`src/adc_pkg.sv`:
```
package adc_pkg;

  // Converter resolution in bits
  localparam int ADC_BITS = 14;

  // Falling edges seen with chip select low in one frame
  // Two leading zeros, then the data bits MSB first
  localparam int FRAME_EDGES = ADC_BITS + 2;

  // Straight-binary code that sits at zero volts
  localparam int ADC_MIDSCALE = 1 << (ADC_BITS - 1);

  // Limits of the signed sample range
  localparam int SAMPLE_MAX = (1 << (ADC_BITS - 1)) - 1;
  localparam int SAMPLE_MIN = -(1 << (ADC_BITS - 1));

  // Raw unsigned conversion code as shifted in from the pins
  typedef logic [ADC_BITS-1:0] adc_code_t;

  // Signed, offset-corrected sample
  typedef logic signed [ADC_BITS-1:0] adc_sample_t;

endpackage

```
`src/adc_stream_if.sv`:
```
`timescale 1ns/1ps

// Sample pair handshake between pipeline stages
// Transfer on an edge with valid and ready both high
interface adc_stream_if #(
  parameter type SAMPLE_T = adc_pkg::adc_code_t
) ();

  logic    valid;
  logic    ready;
  // Channel A and channel B of one simultaneous conversion
  SAMPLE_T sample_a;
  SAMPLE_T sample_b;

  // Producer side
  modport source (
    output valid,
    output sample_a,
    output sample_b,
    input  ready
  );

  // Consumer side
  modport sink (
    input  valid,
    input  sample_a,
    input  sample_b,
    output ready
  );

endinterface

```
`src/conv_pacer.sv`:
```
`timescale 1ns/1ps

module conv_pacer #(
  // Minimum edges from one request to the next
  parameter int CONV_PERIOD = 24
) (
  // Serial clock, whole design works on its falling edge
  input  logic i_if_sclk,
  input  logic i_rst,
  // Capture stage is idle with no result pending
  input  logic i_idle,
  // One-edge conversion request
  output logic o_conv_req
);

  localparam int CNT_W = $clog2(CONV_PERIOD + 1);

  logic [CNT_W-1:0] r_cnt;
  logic             at_period;

  // Counter stops at the period and waits there
  assign at_period = (r_cnt >= CNT_W'(CONV_PERIOD));

  // Request only when the capture engine can take it
  // Busy or holding stage stretches the interval instead of dropping data
  assign o_conv_req = at_period && i_idle;

  always_ff @(negedge i_if_sclk) begin
    if (i_rst) begin
      r_cnt <= '0;
    end else if (o_conv_req) begin
      // Request edge counts as the first edge of the next interval
      r_cnt <= CNT_W'(1);
    end else if (!at_period) begin
      r_cnt <= r_cnt + CNT_W'(1);
    end
  end

endmodule

```
`src/ad7357_capture.sv`:
```
`timescale 1ns/1ps

module ad7357_capture (
  // Serial clock, ADC drives data on falling edges
  input  logic        i_if_sclk,
  input  logic        i_rst,
  // Start of conversion, sampled only in IDLE
  input  logic        i_conv_req,
  // ADC serial pins
  input  logic        i_if_sdata_a,
  input  logic        i_if_sdata_b,
  output logic        o_if_cs_n,
  // No frame running and no result waiting
  output logic        o_idle,
  // Raw code pair toward the corrector
  adc_stream_if.source o_raw
);

  typedef enum logic [1:0] {
    IDLE,
    SHIFT,
    HOLD
  } state_t;

  state_t             r_state;
  logic               r_if_cs_n;
  adc_pkg::adc_code_t r_data_a;
  adc_pkg::adc_code_t r_data_b;
  // Marker overflow, bit 1 set means the frame ends on this edge
  logic [1:0]         r_ovf;
  logic               start;

  assign start  = (r_state == IDLE) && i_conv_req;
  assign o_idle = (r_state == IDLE);

  assign o_if_cs_n = r_if_cs_n;

  // Result sits on the stream for the whole HOLD state
  assign o_raw.valid    = (r_state == HOLD);
  assign o_raw.sample_a = r_data_a;
  assign o_raw.sample_b = r_data_b;

  // Frame control
  always_ff @(negedge i_if_sclk) begin
    if (i_rst) begin
      r_state   <= IDLE;
      r_if_cs_n <= 1'b1;
    end else begin
      case (r_state)
        IDLE: begin
          // Chip select drops on the request edge
          if (i_conv_req) begin
            r_state   <= SHIFT;
            r_if_cs_n <= 1'b0;
          end
        end
        SHIFT: begin
          // Marker has passed both overflow bits, so this is the 16th edge
          if (r_ovf[1]) begin
            r_state   <= HOLD;
            r_if_cs_n <= 1'b1;
          end
        end
        HOLD: begin
          // Stall here until the corrector takes the pair
          if (o_raw.ready) begin
            r_state <= IDLE;
          end
        end
        default: begin
          r_state   <= IDLE;
          r_if_cs_n <= 1'b1;
        end
      endcase
    end
  end

  // Shift registers
  always_ff @(negedge i_if_sclk) begin
    if (start) begin
      // Single marker bit in the LSB of channel A counts the frame
      r_data_a <= adc_pkg::adc_code_t'(1);
      r_data_b <= '0;
      r_ovf    <= 2'b00;
    end else if (r_state == SHIFT) begin
      // MSB first, only the last 14 bits survive
      r_ovf    <= {r_ovf[0], r_data_a[adc_pkg::ADC_BITS-1]};
      r_data_a <= {r_data_a[adc_pkg::ADC_BITS-2:0], i_if_sdata_a};
      r_data_b <= {r_data_b[adc_pkg::ADC_BITS-2:0], i_if_sdata_b};
    end
  end

endmodule

```
`src/offset_correct.sv`:
```
`timescale 1ns/1ps

module offset_correct (
  input  logic                 i_if_sclk,
  input  logic                 i_rst,
  // Per-channel offset, subtracted after centering
  input  adc_pkg::adc_sample_t i_offset_a,
  input  adc_pkg::adc_sample_t i_offset_b,
  // Raw straight-binary codes
  adc_stream_if.sink           i_raw,
  // Signed corrected samples
  adc_stream_if.source         o_corr
);

  // Two guard bits hold the full range of code minus midscale minus offset
  localparam int CORR_W = adc_pkg::ADC_BITS + 2;

  logic                 r_full;
  adc_pkg::adc_sample_t r_corr_a;
  adc_pkg::adc_sample_t r_corr_b;
  logic                 take;

  // Center one code, remove its offset and clip to the signed range
  function automatic adc_pkg::adc_sample_t correct(
    input adc_pkg::adc_code_t   code,
    input adc_pkg::adc_sample_t offset
  );
    logic signed [CORR_W-1:0] centered;
    logic signed [CORR_W-1:0] diff;
    centered = $signed({{(CORR_W - adc_pkg::ADC_BITS){1'b0}}, code})
               - CORR_W'(adc_pkg::ADC_MIDSCALE);
    // Offset is sign extended by the cast
    diff = centered - CORR_W'(offset);
    if (diff > CORR_W'(adc_pkg::SAMPLE_MAX)) begin
      correct = adc_pkg::adc_sample_t'(adc_pkg::SAMPLE_MAX);
    end else if (diff < CORR_W'(adc_pkg::SAMPLE_MIN)) begin
      correct = adc_pkg::adc_sample_t'(adc_pkg::SAMPLE_MIN);
    end else begin
      correct = diff[adc_pkg::ADC_BITS-1:0];
    end
  endfunction

  // Accept when empty or when the held pair leaves on this edge
  assign i_raw.ready = !r_full || o_corr.ready;
  assign take        = i_raw.valid && i_raw.ready;

  assign o_corr.valid    = r_full;
  assign o_corr.sample_a = r_corr_a;
  assign o_corr.sample_b = r_corr_b;

  // Occupancy of the single entry
  always_ff @(negedge i_if_sclk) begin
    if (i_rst) begin
      r_full <= 1'b0;
    end else if (take) begin
      r_full <= 1'b1;
    end else if (o_corr.ready) begin
      r_full <= 1'b0;
    end
  end

  // Corrected pair, loaded on every input transfer
  always_ff @(negedge i_if_sclk) begin
    if (take) begin
      r_corr_a <= correct(i_raw.sample_a, i_offset_a);
      r_corr_b <= correct(i_raw.sample_b, i_offset_b);
    end
  end

endmodule

```
`src/box_decimator.sv`:
```
`timescale 1ns/1ps

module box_decimator #(
  // Pairs averaged per output, power of two
  parameter int DECIM = 4
) (
  input  logic                 i_if_sclk,
  input  logic                 i_rst,
  // Downstream ready
  input  logic                 i_ready,
  // Corrected samples in
  adc_stream_if.sink           i_corr,
  // Averaged pair out
  output logic                 o_valid,
  output adc_pkg::adc_sample_t o_avg_a,
  output adc_pkg::adc_sample_t o_avg_b
);

  localparam int LOG2_DECIM = $clog2(DECIM);
  localparam int CNT_W      = (LOG2_DECIM > 0) ? LOG2_DECIM : 1;
  // Sum of DECIM samples needs log2(DECIM) extra bits
  localparam int ACC_W      = adc_pkg::ADC_BITS + LOG2_DECIM;

  logic signed [ACC_W-1:0] r_acc_a;
  logic signed [ACC_W-1:0] r_acc_b;
  logic [CNT_W-1:0]        r_cnt;
  logic                    r_valid;
  adc_pkg::adc_sample_t    r_avg_a;
  adc_pkg::adc_sample_t    r_avg_b;
  logic                    take;
  logic                    last;
  logic signed [ACC_W-1:0] sum_a;
  logic signed [ACC_W-1:0] sum_b;
  logic signed [ACC_W-1:0] mean_a;
  logic signed [ACC_W-1:0] mean_b;

  // No new input while an average waits downstream
  assign i_corr.ready = !r_valid;
  assign take         = i_corr.valid && i_corr.ready;
  assign last         = (r_cnt == CNT_W'(DECIM - 1));

  // Running sum including the pair on the input
  assign sum_a = r_acc_a + ACC_W'(i_corr.sample_a);
  assign sum_b = r_acc_b + ACC_W'(i_corr.sample_b);

  // Arithmetic shift divides by DECIM, rounding toward minus infinity
  assign mean_a = sum_a >>> LOG2_DECIM;
  assign mean_b = sum_b >>> LOG2_DECIM;

  assign o_valid = r_valid;
  assign o_avg_a = r_avg_a;
  assign o_avg_b = r_avg_b;

  // Group counter, accumulators and output valid
  always_ff @(negedge i_if_sclk) begin
    if (i_rst) begin
      r_acc_a <= '0;
      r_acc_b <= '0;
      r_cnt   <= '0;
      r_valid <= 1'b0;
    end else if (take) begin
      if (last) begin
        // Group complete, start the next one from zero
        r_acc_a <= '0;
        r_acc_b <= '0;
        r_cnt   <= '0;
        r_valid <= 1'b1;
      end else begin
        r_acc_a <= sum_a;
        r_acc_b <= sum_b;
        r_cnt   <= r_cnt + CNT_W'(1);
      end
    end else if (r_valid && i_ready) begin
      r_valid <= 1'b0;
    end
  end

  // Average pair, loaded only on the closing sample of a group
  always_ff @(negedge i_if_sclk) begin
    if (take && last) begin
      r_avg_a <= mean_a[adc_pkg::ADC_BITS-1:0];
      r_avg_b <= mean_b[adc_pkg::ADC_BITS-1:0];
    end
  end

endmodule

```
`src/ad7357_sub.sv`:
```
`timescale 1ns/1ps

module ad7357_sub #(
  parameter int CONV_PERIOD = 24,
  parameter int DECIM       = 4
) (
  // ADC serial clock, also the clock of the whole block
  input  logic                 i_if_sclk,
  input  logic                 i_rst,
  // ADC pins
  input  logic                 i_if_sdata_a,
  input  logic                 i_if_sdata_b,
  output logic                 o_if_cs_n,
  // Static offset trim per channel
  input  adc_pkg::adc_sample_t i_offset_a,
  input  adc_pkg::adc_sample_t i_offset_b,
  // Averaged output stream
  input  logic                 i_ready,
  output logic                 o_valid,
  output adc_pkg::adc_sample_t o_avg_a,
  output adc_pkg::adc_sample_t o_avg_b
);

  logic conv_req;
  logic cap_idle;

  // Raw codes from capture, signed samples after correction
  adc_stream_if #(.SAMPLE_T(adc_pkg::adc_code_t))   raw_if ();
  adc_stream_if #(.SAMPLE_T(adc_pkg::adc_sample_t)) corr_if ();

  // Pacer waits on capture, so output stalls slow the sample rate
  conv_pacer #(
    .CONV_PERIOD (CONV_PERIOD)
  ) u_conv_pacer (
    .i_if_sclk  (i_if_sclk),
    .i_rst      (i_rst),
    .i_idle     (cap_idle),
    .o_conv_req (conv_req)
  );

  ad7357_capture u_ad7357_capture (
    .i_if_sclk    (i_if_sclk),
    .i_rst        (i_rst),
    .i_conv_req   (conv_req),
    .i_if_sdata_a (i_if_sdata_a),
    .i_if_sdata_b (i_if_sdata_b),
    .o_if_cs_n    (o_if_cs_n),
    .o_idle       (cap_idle),
    .o_raw        (raw_if.source)
  );

  offset_correct u_offset_correct (
    .i_if_sclk  (i_if_sclk),
    .i_rst      (i_rst),
    .i_offset_a (i_offset_a),
    .i_offset_b (i_offset_b),
    .i_raw      (raw_if.sink),
    .o_corr     (corr_if.source)
  );

  box_decimator #(
    .DECIM (DECIM)
  ) u_box_decimator (
    .i_if_sclk (i_if_sclk),
    .i_rst     (i_rst),
    .i_ready   (i_ready),
    .i_corr    (corr_if.sink),
    .o_valid   (o_valid),
    .o_avg_a   (o_avg_a),
    .o_avg_b   (o_avg_b)
  );

endmodule

```
`config.mk`:
```
export PLATFORM = sky130hd
export DESIGN_NAME = ad7357_sub
export DESIGN_NICKNAME = d
export VERILOG_FILES = /design/src/adc_pkg.sv /design/src/adc_stream_if.sv /design/src/conv_pacer.sv /design/src/ad7357_capture.sv /design/src/offset_correct.sv /design/src/box_decimator.sv /design/src/ad7357_sub.sv
export SDC_FILE = /design/constraint.sdc
export NUM_CORES = 1
export LEC_CHECK = 0
export CORE_MARGIN = 1.5
export CORE_UTILIZATION = 55
export CTS_CLUSTER_DIAMETER = 50
export CTS_CLUSTER_SIZE = 30
export DETAILED_ROUTE_END_ITERATION = 10
export DONT_BUFFER_PORTS = 1
export PLACE_DENSITY = 0.76
export REMOVE_ABC_BUFFERS = 1
export SLEW_MARGIN = 25
export SYNTH_ARGS = -nofsm -noshare
export SYNTH_HDL_FRONTEND = slang
export SYNTH_SLANG_ARGS = --single-unit
```
`constraint.sdc`:
```
create_clock -name i_if_sclk -period 3.7 [get_ports i_if_sclk]
set_input_delay 0 -clock i_if_sclk [delete_from_list [all_inputs] [get_ports i_if_sclk]]
set_output_delay 0 -clock i_if_sclk [all_outputs]
set_load 0.02 [all_outputs]
```
Word level (Yosys, flattened, before mapping):

Cells that the tools add are included.

* register bits after elaboration: 130
* memories kept: 0
* RAM bits: 0
* input bits: 33
* bits in read-only memories: 0
* word-level logic and storage cells: 73
* bits in latches: 0
* output and inout port bits: 30

* mux-type cells: 19
* reduce and logical (&&, ||, !) cells: 15
* shift-type cells: 0
* magnitude comparators: 5
* divide/modulo/power cells: 0
* bitwise logic cells: 1
* add/sub/neg operators: 8
* equal/unequal tests: 9
* multipliers: 0

Operators by type and width (number)
* 16-bit by 14-bit adder with 16-bit output: 2
* 16-bit by 14-bit > comparator with 1-bit output (second input constant): 2
* 16-bit by 14-bit less-than comparator with 1-bit output (second input constant): 2
* 16-bit two-way mux: 2
* 15-bit by 14-bit subtractor with 16-bit output: 2
* 14-bit by 14-bit subtractor with 15-bit output (second input constant): 2
* 14-bit two-way mux: 2
* 1-bit two-way mux: 9
* 2-bit two-way mux: 4
* 1-bit logical AND: 6
* 2-bit by 1-bit != test with 1-bit output (second input constant): 3
* 2-bit != test (second input constant): 3
* 2-bit one-hot mux with 3 select lines: 1
* 3-bit AND reduction: 2
* 5-bit by 1-bit adder with 5-bit output (second input constant): 1
* 5-bit greater-or-equal comparator (second input constant): 1
* 2-bit == test (second input constant): 2
* 1-bit one-hot mux with 3 select lines: 1
* 2-bit by 1-bit adder with 2-bit output (second input constant): 1
* 2-bit by 1-bit == test with 1-bit output (second input constant): 1
* 1-bit logical NOT: 2
* 2-bit logical NOT: 1
* 2-bit AND reduction: 1
* 2-bit nonzero test: 1
* 3 further kinds: 3

Depth between registers and ports, before layout:

* depth after elaboration: 4
* depth in mapped cells: 12
* depth with buffers taken out: 11

Modules after synthesis:

From an unflattened synthesis, not the netlist that was laid out.

* cells, all modules: 812
* area total of the unflattened synthesis: 7845.0 um^2

By module, submodules not included
* box_decimator: area an instance 3557.2 um^2, instances 1, sequential area each 1541.5 um^2, cells an instance 357
* offset_correct: area an instance 2964.1 um^2, instances 1, sequential area each 860.8 um^2, cells an instance 341
* ad7357_capture: area an instance 1072.3 um^2, instances 1, sequential area each 660.6 um^2, cells an instance 86
* conv_pacer: area an instance 251.5 um^2, instances 1, sequential area each 100.1 um^2, cells an instance 28

==> flow_summary_export.csv <==
group,metric,value,unit
worst_hold_path,hold_class,"register to register",
global_route,grt_usage,26.0,%
floorplanning,core,13300,um^2
finish,syn2layout_area_growth,27.6,%
floorplanning,die_y,120,um
floorplanning,dieArea,14400,um^2
finish,fillCellCount,980,
status,outcome,"finished, violations left",
setup_path,timing.rr.end,"u_box_decimator.r_acc_a[14]",
synth,synthTopCellsByCount,"98 x nand2_1, 91 x a21oi_1, 74 x dfxtp_1",
sta,skew,0.0217,ns
synth,yosys_register_bits,130,
finish,final_area,9580,um^2
route,dr.pass1.iters,5,
run,drv_cap,0,
synth,synth.top_cell.area_share,22.4,%
clocking,cts_root_buf,"clkbuf_16",
setup_path,r2r.worst_path.cells,9,
global_route,grt_pass1_wl,30.1,mm
synth,synth_top_family_by_area,"compound AO/OA/AOI/OAI gates",
placed_design,portBuffers,0,
sta,timing.hold.ws,0.454,ns
sta,hold_violations,0,
sta,setup_viol,1,
clocking,cts.sinks,130,
setup_path,r2r_setup_slack,0.85,ns
worst_hold_path,min-delay-start,"u_ad7357_capture.r_ovf[0]",
floorplanning,rows,42,
power,ir_worst_vdd,0.000350,V
route,dr_total_vias,6849,
power,power.static_leakage,0.00467,uW
placed_design,placed_area,8260,um^2
synth,synth-xor-area-share,5.48,%
setup_path,path_max_fanout,7,
clocking,cts_buffer_depth,2,
route,routedWlPerCell,15.5,um
synth,synthesis.area_per_instance,9.24,um^2
route,drc,0,
setup_path,crit_type,"input pin to register",
synth,synth.largest_area_cell,"edfxtp_1",
synth,syn_inst,813,
synth,synth_edf_count,56,
finish,multiInputGateArea,4260,um^2
finish,diodes,0,
synth,yosys_most_used_dff,"dfxtp_1",
clocking,cts_tree,"done",
synth,async_flop_share,0,%
clocking,h-tree-depth,4,
sta,max_slew_margin,47.4,%
setup_path,cp-end-kind,"register",
worst_hold_path,holdPathEnd,"u_ad7357_capture.r_ovf[1]",
synth,yosys.area_share.simple,13.9,%
placed_design,gp_congestion,0.884,
route,drt.antenna.violating_nets,0,
route,drt-vias-per-instance,5.66,
setup_path,cp.arrival,2.05,ns
synth,synth_area_leaders,"edfxtp_1 22%, dfxtp_1 20%, ha_1 10%",
clocking,cts-buffers-inserted,17,
synth,synth.distinct_cells,65,
floorplanning,ios,63,
finish,stdcell_count,1211,
clocking,cts_hold_buf,0,
setup_path,start_kind,"input pin",
finish,nets,1121,
sta,setup_slack,-0.00745,ns
synth,synth.mux.area_fraction,0.133,%
worst_hold_path,hold_depth,2,
route,drtIter0Drc,391,
clocking,clkTransAtPathRegs,0.03,ns
sta,rsz0062_at_grt,"yes",
global_route,grt_max_degree,33,
placed_design,dp_hpwl,12.3,mm
synth,syn_area,7510,um^2
power,p_per_area,433,nW/um^2
synth,synth_compound_area_share,22.8,%
clocking,clk_latency,0.47,ns
setup_path,required,2.04,ns
sta,tightestPinTransition,0.790,ns
floorplanning,start_util,56.5,%
route,totalWireLength,18.7,mm
setup_path,r2r-start,"u_offset_correct.o_corr.sample_a[0]",
synth,synth.most_common_cell,"nand2_1",
global_route,globalRouteOverflowTotal,0,
status,violations,"setup timing",
synth,yosysSeqAreaShare,42.1,%
synth,synth_adder_area_share,11.4,%
setup_path,critical_path.startpoint,"i_offset_a[6]",
global_route,grt_pass1_vias,6878,
floorplanning,die_x,120,um
global_route,antenna_found_initial,0,
finish,register_area,3160,um^2
synth,ys_warn_count,0,
placed_design,placedCellCount,1045,
sta,slew_violations,0,
finish,drive_gt1_share,15.8,%
critical path, stage by stage:
cell	delay (ns)
inv_8	0.01
ha_4	0.20
a21o_1	0.15
a21o_1	0.16
a21o_1	0.16
or2_1	0.24
or2_0	0.23
a221o_2	0.45
o21ai_4	0.20
buf_6	0.17
o21ai_1	0.07
placed cells by master (no fill, tap or decap), types with 6 or more instances in the layout:
cell type | netlist | final
inv_6 | 0 | 7
xor2_1 | 20 | 20
nor3_1 | 14 | 12
edfxtp_1 | 56 | 56
dfxtp_1 | 74 | 74
buf_4 | 0 | 83
a22o_1 | 18 | 18
ha_1 | 62 | 59
nor2_1 | 43 | 43
a21oi_1 | 91 | 86
o21ai_0 | 32 | 22
o21bai_1 | 6 | 6
a211oi_1 | 6 | 6
o21a_1 | 11 | 10
nand3_1 | 19 | 18
clkbuf_16 | 0 | 17
nand2_1 | 98 | 98
nand2b_1 | 15 | 12
o22ai_1 | 8 | 8
a22oi_1 | 10 | 10
o21ai_1 | 5 | 8
xnor2_1 | 27 | 27
and3_1 | 6 | 6
o21ai_2 | 1 | 7
a21o_1 | 24 | 24
inv_1 | 57 | 183
flip-flops by register name (all words and copies together), names as in the netlist, 5 cells and up:
name                              cells
u_box_decimator.r_acc_b              16
u_ad7357_capture.o_raw.sample_a      14
u_ad7357_capture.o_raw.sample_b      14
u_box_decimator.o_avg_b              14
u_offset_correct.o_corr.sample_a     14
u_box_decimator.r_acc_a              16
u_conv_pacer.r_cnt                    5
u_box_decimator.o_avg_a              14
u_offset_correct.o_corr.sample_b     14
per-stage QoR:
stage	power [uW]	setup TNS [ns]	utilization [%]	worst slack, ns
after floorplan	1950	-10.51	-	-0.525
after global placement	2040	-11.79	62.1	-0.489
after detailed placement	2050	-13.72	62.1	-0.592
after CTS	4190	0	70.8	0.000147
after global routing	4400	-0.244	72.1	-0.0316
final	4150	-0.00745	72.1	-0.00745
worst max path at each step:
stage,to,slack (ns),cells past startpoint
6_report,u_offset_correct.o_corr.sample_a[0],-0.007,11
5_1_grt,u_offset_correct.o_corr.sample_a[0],-0.03,11
4_1_cts,u_offset_correct.o_corr.sample_a[4],0.0001,10
3_5_place_dp,u_offset_correct.o_corr.sample_a[6],-0.59,10
3_3_place_gp,u_offset_correct.o_corr.sample_b[1],-0.49,9
2_1_floorplan,u_offset_correct.o_corr.sample_a[1],-0.53,10
layer usage:
| metal | track usage [%] | part of all wire, % | wire length, um | vias up |
|---|---|---|---|---|
| met3 | 8.98 | 5.5 | 1030 | 34 |
| met2 | 41.8 | 49 | 9110 | 216 |
| li1 | - | - | - | 3371 |
| met1 | 30.4 | 44 | 8270 | 3228 |
| met5 | 0 | 0 | 0 | - |
| met4 | 14.9 | 1.7 | 313 | 0 |
power by group:
| part | total [uW] | switching [uW] | internal, uW |
|---|---|---|---|
| sequential | 1530 | 11.6 | 1520 |
| combinational | 330 | 179 | 151 |
| clock | 2290 | 1080 | 1200 |
final cells by class:
| cell class | count | area share (%) |
|---|---|---|
| clock buffers | 17 | 4.44 |
| clock inverters | 145 | 6.85 |
| inverters | 56 | 2.27 |
| multi-input cells | 602 | 44.4 |
| flip-flops and latches | 130 | 33.0 |
| well taps | 176 | 2.30 |
| repair buffers | 85 | 6.74 |
logic make-up after synthesis:
| group | after synthesis |
|---|---|
| DFF | 130 |
| AOI/OAI and AO/OA | 259 |
| buffers and inverters | 82 |
| xor gates and xnor gates | 47 |
| muxes | 1 |
| and+or+nand+nor | 228 |
| adders and majority gates | 66 |
timing repair:
item / 4_1_cts / 5_1_grt
resized for setup: 14 / 37
endpoints found under the setup margin: 22 / 24
pin swaps: 5 / 11
buffers inserted: 1 / 3
gates cloned: 1 / 0
No activity file was read; power rests on OpenSTA's default activity.
